## src/common/panel_settings.svh

```systemverilog
// Sizing macros shared by the front panel display subsystem.
// Word and select widths follow the PDP-8/e panel, where bit 0 of a word
// is the most significant bit. The lamp pattern width stays fixed at 5.
// A synchronizer depth below 2 is not supported by display_select.

`ifndef PANEL_SETTINGS_SVH
`define PANEL_SETTINGS_SVH

// width of every displayed word and of each panel register
`define PANEL_WORD_W 12

// one-hot select lines from the display selector to the multiplexer
// (the state word position has no line of its own)
`define PANEL_NUM_SEL 6

// flip-flops in the push-button synchronizer chain
`define PANEL_SYNC_STAGES 2

`endif

```

## src/common/panel_pkg.sv

```systemverilog
// Types shared by the front panel display subsystem.
// The major state codes are 5 bits wide and appear unchanged in the top
// five bits of the state word display, so their order is fixed.
// Only F0..F3, D0..D3, E0..E3 and H0 are reached by the sequencer here.

package panel_pkg;

    // major states of the processor, grouped by class
    typedef enum logic [4:0] {
        // fetch
        DB0,
        DB1,
        F0,
        FW,
        F1,
        F2,
        F3,
        F2A,
        F2B,
        // defer
        D0,
        DW,
        D1,
        D2,
        D3,
        // execute
        E0,
        EW,
        E1,
        E2,
        E3,
        EAE0,
        EAE1,
        // halt
        H0,
        H1
    } major_state_e;

    // positions of the display selector, in button rotation order
    typedef enum logic [2:0] {
        DISP_STATE,
        DISP_STATE1,
        DISP_STATUS,
        DISP_AC,
        DISP_MB,
        DISP_MQ,
        DISP_BUS
    } disp_pos_e;

endpackage

```

## src/common/panel_regs_if.sv

```systemverilog
// Major state and register snapshot seen by the display multiplexer.
// All words use bit 0 as the most significant bit.
// state1 keeps the word indices 3..11 it occupies on the display, holding
// the instruction register bits 0..2 then six cycle flags.
// The top level drives everything except state, which the sequencer owns.

`timescale 1ns/10ps

`include "panel_settings.svh"

interface panel_regs_if;

    panel_pkg::major_state_e     state;
    logic [3:`PANEL_WORD_W-1]    state1;
    logic [0:`PANEL_WORD_W-1]    status;
    logic [0:`PANEL_WORD_W-1]    ac;
    logic [0:`PANEL_WORD_W-1]    mb;
    logic [0:`PANEL_WORD_W-1]    mq;
    logic [0:`PANEL_WORD_W-1]    io_bus;

    // the sequencer only writes the major state
    modport seq (
        output state
    );

    // the display side reads the whole snapshot
    modport view (
        input state,
        input state1,
        input status,
        input ac,
        input mb,
        input mq,
        input io_bus
    );

endinterface

```

## src/front_panel/display_mux.sv

```systemverilog
// Display multiplexer for the front panel lamps.
// dout and dsel_led are registered, one clock behind dsel and the sources.
// run_led is combinational from the major state and sw_active.
// If several select lines are set, the highest index wins.
// Words use bit 0 as the most significant bit. A lamp lights when one of
// the first two pattern bits grounds it and one of the last three drives it.

`timescale 1ns/10ps

`include "panel_settings.svh"

module display_mux (
    input  logic                        clk,
    input  logic                        reset,
    input  logic [0:`PANEL_NUM_SEL-1]   dsel,
    input  logic                        sw_active,
    panel_regs_if.view                  regs,
    output logic [0:`PANEL_WORD_W-1]    dout,
    output logic [0:4]                  dsel_led,
    output logic                        run_led
);

    logic fs;
    logic ds;
    logic es;
    logic hs;

    // class flags of the current major state
    always_comb begin
        fs      = 1'b0;
        ds      = 1'b0;
        es      = 1'b0;
        hs      = 1'b0;
        run_led = 1'b1;
        case (regs.state)
            panel_pkg::DB0, panel_pkg::DB1, panel_pkg::F0, panel_pkg::FW,
            panel_pkg::F1, panel_pkg::F2, panel_pkg::F3, panel_pkg::F2A,
            panel_pkg::F2B: fs = 1'b1;
            panel_pkg::D0, panel_pkg::DW, panel_pkg::D1, panel_pkg::D2,
            panel_pkg::D3: ds = 1'b1;
            panel_pkg::E0, panel_pkg::EW, panel_pkg::E1, panel_pkg::E2,
            panel_pkg::E3, panel_pkg::EAE0, panel_pkg::EAE1: es = 1'b1;
            default: begin
                // halt, and any code outside the enum, counts as halt
                hs      = 1'b1;
                run_led = sw_active;
            end
        endcase
    end

    always_ff @(posedge clk) begin
        if (reset) begin
            // the halted state word is what the panel shows out of reset
            dout     <= {panel_pkg::H0, 4'b0001, 3'b000};
            dsel_led <= 5'b01100;
        end else if (dsel[5]) begin
            dout     <= {fs, ds, es, regs.state1};
            dsel_led <= 5'b01100;
        end else if (dsel[4]) begin
            dout     <= regs.status;
            dsel_led <= 5'b01010;
        end else if (dsel[3]) begin
            dout     <= regs.ac;
            dsel_led <= 5'b01001;
        end else if (dsel[2]) begin
            dout     <= regs.mb;
            dsel_led <= 5'b10100;
        end else if (dsel[1]) begin
            dout     <= regs.mq;
            dsel_led <= 5'b10010;
        end else if (dsel[0]) begin
            dout     <= regs.io_bus;
            dsel_led <= 5'b10001;
        end else begin
            dout     <= {regs.state, fs, ds, es, hs, 3'b000};
            dsel_led <= 5'b01100;
        end
    end

endmodule

```

## src/front_panel/display_select.sv

```systemverilog
// Push-button display selector.
// The button is asynchronous and assumed debounced outside this block.
// A press shows up on dsel three clocks after the button rises, and each
// rising edge steps exactly one position.
// dsel is one-hot, or all zero for the state word position. Bit 0 of dsel
// is the most significant bit.

`timescale 1ns/10ps

`include "panel_settings.svh"

module display_select (
    input  logic                        clk,
    input  logic                        reset,
    input  logic                        button,
    output logic [0:`PANEL_NUM_SEL-1]   dsel
);

    logic [`PANEL_SYNC_STAGES-1:0] btn_sync;
    logic                          btn_prev;
    logic                          btn_rise;
    panel_pkg::disp_pos_e          pos;

    // the last sync stage is compared with its own delayed copy
    assign btn_rise = btn_sync[`PANEL_SYNC_STAGES-1] & ~btn_prev;

    always_ff @(posedge clk) begin
        if (reset) begin
            btn_sync <= '0;
            btn_prev <= 1'b0;
            pos      <= panel_pkg::DISP_STATE;
        end else begin
            btn_sync <= {btn_sync[`PANEL_SYNC_STAGES-2:0], button};
            btn_prev <= btn_sync[`PANEL_SYNC_STAGES-1];
            if (btn_rise) begin
                case (pos)
                    panel_pkg::DISP_STATE:  pos <= panel_pkg::DISP_STATE1;
                    panel_pkg::DISP_STATE1: pos <= panel_pkg::DISP_STATUS;
                    panel_pkg::DISP_STATUS: pos <= panel_pkg::DISP_AC;
                    panel_pkg::DISP_AC:     pos <= panel_pkg::DISP_MB;
                    panel_pkg::DISP_MB:     pos <= panel_pkg::DISP_MQ;
                    panel_pkg::DISP_MQ:     pos <= panel_pkg::DISP_BUS;
                    default:                pos <= panel_pkg::DISP_STATE;
                endcase
            end
        end
    end

    // rotation runs from dsel[5] down to dsel[0]
    always_comb begin
        dsel = '0;
        case (pos)
            panel_pkg::DISP_STATE1: dsel[5] = 1'b1;
            panel_pkg::DISP_STATUS: dsel[4] = 1'b1;
            panel_pkg::DISP_AC:     dsel[3] = 1'b1;
            panel_pkg::DISP_MB:     dsel[2] = 1'b1;
            panel_pkg::DISP_MQ:     dsel[1] = 1'b1;
            panel_pkg::DISP_BUS:    dsel[0] = 1'b1;
            default:                dsel    = '0;
        endcase
    end

endmodule

```

## src/front_panel/readout_port.sv

```systemverilog
// Four-phase req/ack readout of the displayed word and lamp pattern.
// req passes through a single sync register, so the host is expected to
// run from this clock or a slow related one.
// ack rises two clocks after req rises and falls two clocks after req falls.
// The captured values hold for as long as req stays high.

`timescale 1ns/10ps

`include "panel_settings.svh"

module readout_port (
    input  logic                        clk,
    input  logic                        reset,
    input  logic                        req,
    input  logic [0:`PANEL_WORD_W-1]    dout,
    input  logic [0:4]                  dsel_led,
    output logic                        ack,
    output logic [0:`PANEL_WORD_W-1]    read_word,
    output logic [0:4]                  read_led
);

    typedef enum logic {
        IDLE,
        HELD
    } port_state_e;

    port_state_e state;
    logic        req_sync;

    always_ff @(posedge clk) begin
        if (reset) begin
            req_sync <= 1'b0;
            state    <= IDLE;
        end else begin
            req_sync <= req;
            case (state)
                IDLE: if (req_sync) state <= HELD;
                HELD: if (!req_sync) state <= IDLE;
                default: state <= IDLE;
            endcase
        end
    end

    // capture on the way into HELD only
    always_ff @(posedge clk) begin
        if (state == IDLE && req_sync) begin
            read_word <= dout;
            read_led  <= dsel_led;
        end
    end

    assign ack = (state == HELD);

endmodule

```

## src/major_state_seq.sv

```systemverilog
// Major state sequencer for the panel model.
// The state moves only on clock edges with cycle_strobe high, and starting
// from H0 needs start and cycle_strobe on the same edge.
// halt_sw is looked at only on the last state of a major cycle (F3, D3, E3).
// States that are never entered here (FW, DB0, H1 and the like) fall back
// to H0 on the next strobe.

`timescale 1ns/10ps

module major_state_seq (
    input  logic      clk,
    input  logic      reset,
    input  logic      start,
    input  logic      halt_sw,
    input  logic      cycle_strobe,
    input  logic      defer_need,
    input  logic      exec_need,
    panel_regs_if.seq regs
);

    panel_pkg::major_state_e state;
    panel_pkg::major_state_e state_next;

    always_comb begin
        state_next = state;
        case (state)
            panel_pkg::H0: begin
                if (start) begin
                    state_next = panel_pkg::F0;
                end
            end
            panel_pkg::F0: state_next = panel_pkg::F1;
            panel_pkg::F1: state_next = panel_pkg::F2;
            panel_pkg::F2: state_next = panel_pkg::F3;
            panel_pkg::F3: begin
                // end of fetch decides between defer, execute and a new fetch
                if (halt_sw) begin
                    state_next = panel_pkg::H0;
                end else if (defer_need) begin
                    state_next = panel_pkg::D0;
                end else if (exec_need) begin
                    state_next = panel_pkg::E0;
                end else begin
                    state_next = panel_pkg::F0;
                end
            end
            panel_pkg::D0: state_next = panel_pkg::D1;
            panel_pkg::D1: state_next = panel_pkg::D2;
            panel_pkg::D2: state_next = panel_pkg::D3;
            panel_pkg::D3: begin
                if (halt_sw) begin
                    state_next = panel_pkg::H0;
                end else if (exec_need) begin
                    state_next = panel_pkg::E0;
                end else begin
                    state_next = panel_pkg::F0;
                end
            end
            panel_pkg::E0: state_next = panel_pkg::E1;
            panel_pkg::E1: state_next = panel_pkg::E2;
            panel_pkg::E2: state_next = panel_pkg::E3;
            panel_pkg::E3: begin
                state_next = halt_sw ? panel_pkg::H0 : panel_pkg::F0;
            end
            default: state_next = panel_pkg::H0;
        endcase
    end

    always_ff @(posedge clk) begin
        if (reset) begin
            state <= panel_pkg::H0;
        end else if (cycle_strobe) begin
            state <= state_next;
        end
    end

    assign regs.state = state;

endmodule

```

## src/panel_top.sv

```systemverilog
// Top level of the front panel display subsystem.
// Processor registers, instruction bits and cycle flags come in as plain
// inputs, since the datapath and memory are outside this design.
// All 12-bit words use bit 0 as the most significant bit.
// The major state sequencer only needs defer_need and exec_need to route.

`timescale 1ns/10ps

`include "panel_settings.svh"

module panel_top (
    input  logic                        clk,
    input  logic                        reset,
    input  logic                        start,
    input  logic                        halt_sw,
    input  logic                        cycle_strobe,
    input  logic                        defer_need,
    input  logic                        exec_need,
    input  logic                        button,
    input  logic                        sw_active,
    input  logic                        req,
    input  logic [0:2]                  ir,
    input  logic [0:5]                  cycle_flags,
    input  logic [0:`PANEL_WORD_W-1]    status,
    input  logic [0:`PANEL_WORD_W-1]    ac,
    input  logic [0:`PANEL_WORD_W-1]    mb,
    input  logic [0:`PANEL_WORD_W-1]    mq,
    input  logic [0:`PANEL_WORD_W-1]    io_bus,
    output logic [0:`PANEL_WORD_W-1]    dout,
    output logic [0:4]                  dsel_led,
    output logic                        run_led,
    output logic                        ack,
    output logic [0:`PANEL_WORD_W-1]    read_word,
    output logic [0:4]                  read_led
);

    logic [0:`PANEL_NUM_SEL-1] dsel;

    panel_regs_if regs ();

    // instruction bits lead the cycle flags in the state1 word
    assign regs.state1 = {ir, cycle_flags};
    assign regs.status = status;
    assign regs.ac     = ac;
    assign regs.mb     = mb;
    assign regs.mq     = mq;
    assign regs.io_bus = io_bus;

    major_state_seq u_seq (
        .clk          (clk),
        .reset        (reset),
        .start        (start),
        .halt_sw      (halt_sw),
        .cycle_strobe (cycle_strobe),
        .defer_need   (defer_need),
        .exec_need    (exec_need),
        .regs         (regs.seq)
    );

    display_select u_select (
        .clk    (clk),
        .reset  (reset),
        .button (button),
        .dsel   (dsel)
    );

    display_mux u_mux (
        .clk       (clk),
        .reset     (reset),
        .dsel      (dsel),
        .sw_active (sw_active),
        .regs      (regs.view),
        .dout      (dout),
        .dsel_led  (dsel_led),
        .run_led   (run_led)
    );

    readout_port u_readout (
        .clk       (clk),
        .reset     (reset),
        .req       (req),
        .dout      (dout),
        .dsel_led  (dsel_led),
        .ack       (ack),
        .read_word (read_word),
        .read_led  (read_led)
    );

endmodule

```

## config.mk

```make
export PLATFORM = sky130hd
export DESIGN_NAME = panel_top
export DESIGN_NICKNAME = d
export VERILOG_FILES = /design/src/common/panel_pkg.sv /design/src/common/panel_regs_if.sv /design/src/front_panel/display_mux.sv /design/src/front_panel/display_select.sv /design/src/front_panel/readout_port.sv /design/src/major_state_seq.sv /design/src/panel_top.sv
export VERILOG_INCLUDE_DIRS = /design/src /design/src/common
export SDC_FILE = /design/constraint.sdc
export NUM_CORES = 1
export LEC_CHECK = 0
export ABC_AREA = 1
export BUFFER_PORTS_ARGS = -buffer_cell sky130_fd_sc_hd__buf_2
export CAP_MARGIN = 40
export CORE_MARGIN = 1.5
export CORE_UTILIZATION = 43
export DETAILED_ROUTE_END_ITERATION = 8
export PLACE_DENSITY = 0.77
export REMOVE_ABC_BUFFERS = 1
export SYNTH_ARGS = -nofsm -noshare
export SYNTH_HDL_FRONTEND = slang
export SYNTH_SLANG_ARGS = --single-unit
```

## constraint.sdc

```tcl
create_clock -name clk -period 1.37 [get_ports clk]
set_input_delay 0.0685 -clock clk [delete_from_list [all_inputs] [get_ports clk]]
set_output_delay 0.0685 -clock clk [all_outputs]
set_load 0.02 [all_outputs]
```

==> results of run 1 <==
-- flip-flops by register name, indices dropped and copies added, names as in the netlist --
name	count
u_mux.dout	12
u_seq.regs.state	5
u_readout.req_sync	1
u_readout.read_led	5
u_select.btn_sync	2
u_select.pos	3
u_readout.read_word	12
u_readout.ack	1
u_mux.dsel_led	5
u_select.btn_prev	1
-- cell usage after synthesis, types with 6 or more instances --
library cell and count:
nor2_2 6, nand3_1 20, nand4_1 9, inv_1 22, o21ai_1 8, nand2_1 88
dfxtp_1 30, a21oi_1 25, inv_2 10, nor2_1 37, o21ai_0 16, edfxtp_1 17
-- where the power goes --
group	total, W	internal [W]	switching (W)
logic	0.00152	0.000681	0.000836
registers	0.00165	0.00156	0.0000811
clock network	0.000887	0.000412	0.000475
-- stage by stage --
step | setup TNS [ps] | util [%]
2_1_floorplan | -3610 | -
3_3_place_gp | -27.0 | 60.4
3_5_place_dp | -346 | 60.4
4_1_cts | -211 | 66.2
5_1_grt | -2450 | 72.5
6_report | -1070 | 72.5
-- metal layers --
metal  part of all wire, %  vias to the layer above
li1                      -                     1468
met2                    49                      224
met5                     0                        -
met1                    37                     1494
met4                   4.1                        0
met3                   9.6                       43
-- worst reg2reg max path, stage by stage, from the launching register on --
cell and delay (ps):
dfxtp_4 370, nor2_4 130, buf_4 160, nand2_1 60, a21oi_1 260, nand2_1 110, nand3_1 80, o21ai_1 70
nand2_1 60, nand2_1 60, a21oi_1 120
-- layout make-up --
type,count,area share (%)
clock buffers,6,2.02
inverters,35,3.86
clock inverters,2,0.398
flip-flops and latches,47,27.8
repair buffers,175,28.0
multi-input cells,245,35.7
well taps,72,2.20
-- worst max-delay path by stage --
| stage | start | end | slack (ps) | cells past startpoint |
|---|---|---|---|---|
| finish | u_seq.regs.state[1] | u_mux.dout[5] | -180 | 10 |
| global route | u_seq.regs.state[1] | u_mux.dout[5] | -240 | 10 |
| CTS | u_seq.regs.state[3] | run_led | -90 | 7 |
| detailed placement | u_select.pos[1] | u_mux.dout[9] | -50 | 8 |
| global placement | u_select.pos[1] | u_mux.dout[8] | -10 | 12 |
| floorplan | u_select.pos[2] | u_mux.dout[0] | -160 | 9 |
-- what timing repair did --
action                                  CTS  global route
gates resized for setup                  37            63
hold buffers                              3             0
endpoints found under the setup margin   18            19
gates cloned                              1             0
buffers inserted                          8            17
pin swaps                                11            27
hold endpoints to repair                  3             0
-- cell families after synthesis --
family	Yosys count	share of synthesized area (%)
AOI/OAI and AO/OA	67	15.3
and+or+nand+nor	178	32.9
buffers and inverters	46	8.45
DFF	47	43.4
==> out/qor.yml, run 1 <==
crit_slowest_cell: "dfxtp_4"
cp-end-kind: "flop"
ys_ff_latch: 47
die-area_sq_um: 6430
htreeDepth: 2
initial_core_util_pct: 45.4
post-place-ws_ps: -47.6
grt_pass1_wl_um: 12700
timing.final.ws_setup_ps: -183
dp.cells: 545
grt_pass1_vias: 2767
syn_avg_cell_area_sq_um: 7.58
fmax_ghz: 0.644
place_area_sq_um: 3410
grt.total_usage_pct: 25.2
synth_top_area_share_pct: 23.4
synth_area_sq_um: 2560
tightest_slew_ps: 360
ys.flop_type: "dfxtp_1"
io_buffers: 114
final_nets: 588
core_region_area_sq_um: 5640
overflow: 0
firstDrtPassIters: 5
hold-path-cell-count: 3
fin_worst_skew_ps: 3.06
first_iter_violations: 389
rsz0062_at_grt: "true"
seq_area_sq_um: 1140
viasPerCell: 5.55
place.gp.congestion: 1.03
ios: 115
cts_buffer_depth: 2
reg2regPathDepth: 10
synth-edff-count: 17
final_cell_area_sq_um: 4090
hold_violations: 0
cp.required_ps: 1610
r2r_start: "u_seq.regs.state[1]"
wire_per_inst_um: 16.3
async_reset_ff_share_pct: 0
peakVddDrop_uv: 598
finalCriticalPeriod_ps: 1550
synth_area_leaders: "dfxtp_1 (23%), edfxtp_1 (20%), nand2_1 (13%)"
min_path_type: "input pin to flop"
power.total_w: 0.00405
cts_buffers: 5
grt_max_degree: 18
wl_um: 9460
syn_inst: 338
drc: 0
clkLatencyLatePin_ps: 300
layout.cells.non_filler: 582
fin_hold_ws_ps: 2.07
status: "complete, but fails checks"
fillers: 375
ant_nets: 0
met1_usage_pct: 30.9
path_max_fanout: 4
worstPathCellList: "nor2_4 -> buf_4 -> nand2_1 -> a21oi_1 -> nand2_1 -> nand3_1 -> o21ai_1 -> nand2_1 -> nand2_1 -> a21oi_1"
yosys.area.top_type: "dfxtp_1"
layout-drive-gt1-share_pct: 54.1
yosysWarnings: 0
area_growth_pct: 59.6
clk_pin_slew_ps: 80
yosysUniqueCellTypes: 35
busiest_layer: "met2"
cts_tree: "done"
grt.met2_usage_pct: 45.5
worst-path-buf-inv: 1
worst_path_most_repeated_cell: "nand2_1"
antenna_cells: 0
final_common_cell: "buf_2"
clockRootBuffer: "clkbuf_8"
antenna_found_initial: 0
globalRouteMet3Util_pct: 4.20
start_kind: "flop"
cp_slowest_stage_delay_ps: 370
cts_sinks: 47
p_per_area_nw_per_um2: 991
p_leak_nw: 1.94
whs_endpoint: "u_mux.dout[10]"
routed-via-count: 3229
min_period_over_period_pct: 113
failed_checks: "setup timing"
final_cell_mix: "buf_2 (113), nand2_1 (73), buf_4 (43), nor2_1 (29), dfxtp_1 (22)"
ff2ff_setup_slack_ps: -180
rr_endpoint: "u_mux.dout[5]"
hp-start: "status[10]"
dieHeight_um: 80.2
ys_seq_area_share_pct: 43.4
crit_arrival_ps: 1790
multi_input_area_sq_um: 1460
relSlewSlack_pct: 75.8
crit_type: "flop to flop"
dpl.hpwl_um: 5920
num_rows: 27
setup_viol: 15
critical-path-top-delay-family: "simple AND/OR/NAND/NOR gates"
die_w_um: 80.2
drv_cap: 0
report.final.slew_viol_count: 0
No activity file was read; power rests on OpenSTA's default activity.
==> run 2: changes to the inputs <==
CORE_ASPECT_RATIO = 1.2   (was unset)
==> out/qor.yml, run 2 (synthesis gave the netlist of run 1 again) <==
place.gp.congestion: 0.922
overflow: 0
io_buffers: 114
antenna_found_initial: 0
final_common_cell: "buf_2"
ios: 115
grt_max_degree: 18
setup_viol: 13
min_period_over_period_pct: 110
report.final.slew_viol_count: 0
ant_nets: 0
dieHeight_um: 87.5
htreeDepth: 2
core_region_area_sq_um: 5710
routed-via-count: 3029
cts_sinks: 47
start_kind: "flop"
status: "complete, but fails checks"
clkLatencyLatePin_ps: 300
die-area_sq_um: 6430
p_per_area_nw_per_um2: 1020
grt.total_usage_pct: 24.4
cp.required_ps: 1300
clk_pin_slew_ps: 100
m1WireLength_um: 3270
antenna_cells: 0
cts_buffer_depth: 2
failed_checks: "setup timing"
fmax_ghz: 0.665
p_leak_nw: 1.96
finalCriticalPeriod_ps: 1500
cp-end-kind: "output pin"
hold_violations: 0
path_max_fanout: 5
fin_tns_setup_ps: -596
clockRootBuffer: "clkbuf_8"
grt_pass1_vias: 2718
top_layer: "met4"
area_growth_pct: 59.6
crit_arrival_ps: 1440
dpl.hpwl_um: 6080
drv_cap: 0
initial_core_util_pct: 44.9
crit_type: "flop to output pin"
cts_buffers: 5
layout-drive-gt1-share_pct: 52.5
fin_worst_skew_ps: 8.44
peakVddDrop_uv: 542
firstDrtPassIters: 4
grt_pass1_wl_um: 12100
viasPerCell: 5.10
layout.cells.non_filler: 594
seq_area_sq_um: 1140
rsz0062_at_grt: "true"
top_regs: "u_mux.dout: 12 flops, u_readout.read_word: 12 flops"
timing.final.ws_setup_ps: -134
dp.cells: 561
cts_tree: "done"
wl_met2_um: 4510
tightest_slew_ps: 302
met3_length_um: 508
fillers: 448
first_iter_violations: 196
multi_input_area_sq_um: 1420
drc: 0
final_nets: 592
final_cell_mix: "buf_2 (113), nand2_1 (75), buf_4 (43), nor2_1 (33), dfxtp_1 (22)"
wire_per_inst_um: 14.4
wl_um: 8560
num_rows: 30
die_w_um: 73.5
min_path_type: "input pin to flop"
relSlewSlack_pct: 79.8
[run 2: cell count changes in the layout (fill, tap and decap cells not counted), sizes merged]
cell,delta
dlygate4sd3,+2
buf,+1
clkinvlp,-2
bufinv,+1
clkinv,+1
clkbuf,-1
inv,+2
[run 2: area by class of cell]
| class | count | share of cell area (%) |
|---|---|---|
| timing repair buffer | 178 | 28.0 |
| clock inverter | 3 | 1.07 |
| timing repair inverter | 1 | 0.214 |
| sequential | 47 | 27.9 |
| tap | 80 | 2.45 |
| inverter | 35 | 4.07 |
| multi-input combinational | 245 | 34.6 |
| clock buffer | 5 | 1.68 |
[run 2: power by group]
| group | internal, W | switching (W) | total, W |
|---|---|---|---|
| clock | 0.000544 | 0.000476 | 0.00102 |
| combinational | 0.000694 | 0.000785 | 0.00148 |
| sequential | 0.00156 | 0.0000867 | 0.00165 |
[run 2: layer usage]
layer  up-vias  GRT usage (%)
li1       1477              -
met1      1390           27.9
met2       139           44.4
met3        23           3.80
met4         0           10.3
met5         -              0
[run 2: worst max-delay path, stage by stage (launching register included)]
cell      delay [ps]
dfxtp_4          380
buf_6            130
buf_4            130
a31o_2           240
nand3b_1         120
buf_6            130
[run 2: path summary, 6_finish.rpt]
kind                         from  depth (start not counted)  slack [ps]                   end
max           u_seq.regs.state[4]                          5        -130               run_led
max reg2reg   u_seq.regs.state[4]                          9        -110   u_seq.regs.state[0]
min reg2reg  u_select.btn_sync[0]                          2         410  u_select.btn_sync[1]
min                     status[9]                          3          10         u_mux.dout[9]
[run 2: timing repair]
item | 4_1_cts | 5_1_grt
gates resized for setup | 37 | 64
buffers inserted | 9 | 11
cloned | 0 | 1
endpoints found under the hold margin | 5 | 0
setup endpoints to repair | 18 | 19
hold buffers | 5 | 0
pin swaps | 9 | 28
[run 2: metrics by stage]
step                      total power, W  worst slack, ps  utilization (%)  area (sq um)  hold WS [ps]
after global placement           0.00281             -117             60.8          3470           269
final                            0.00415             -134             71.6          4090          12.8
after detailed placement         0.00281             -138             60.8          3470           276
after global routing             0.00435             -189             71.6          4090          8.20
after floorplan                  0.00228             -162                -          2480           138
after CTS                        0.00400            -91.0             66.7          3800          1.92
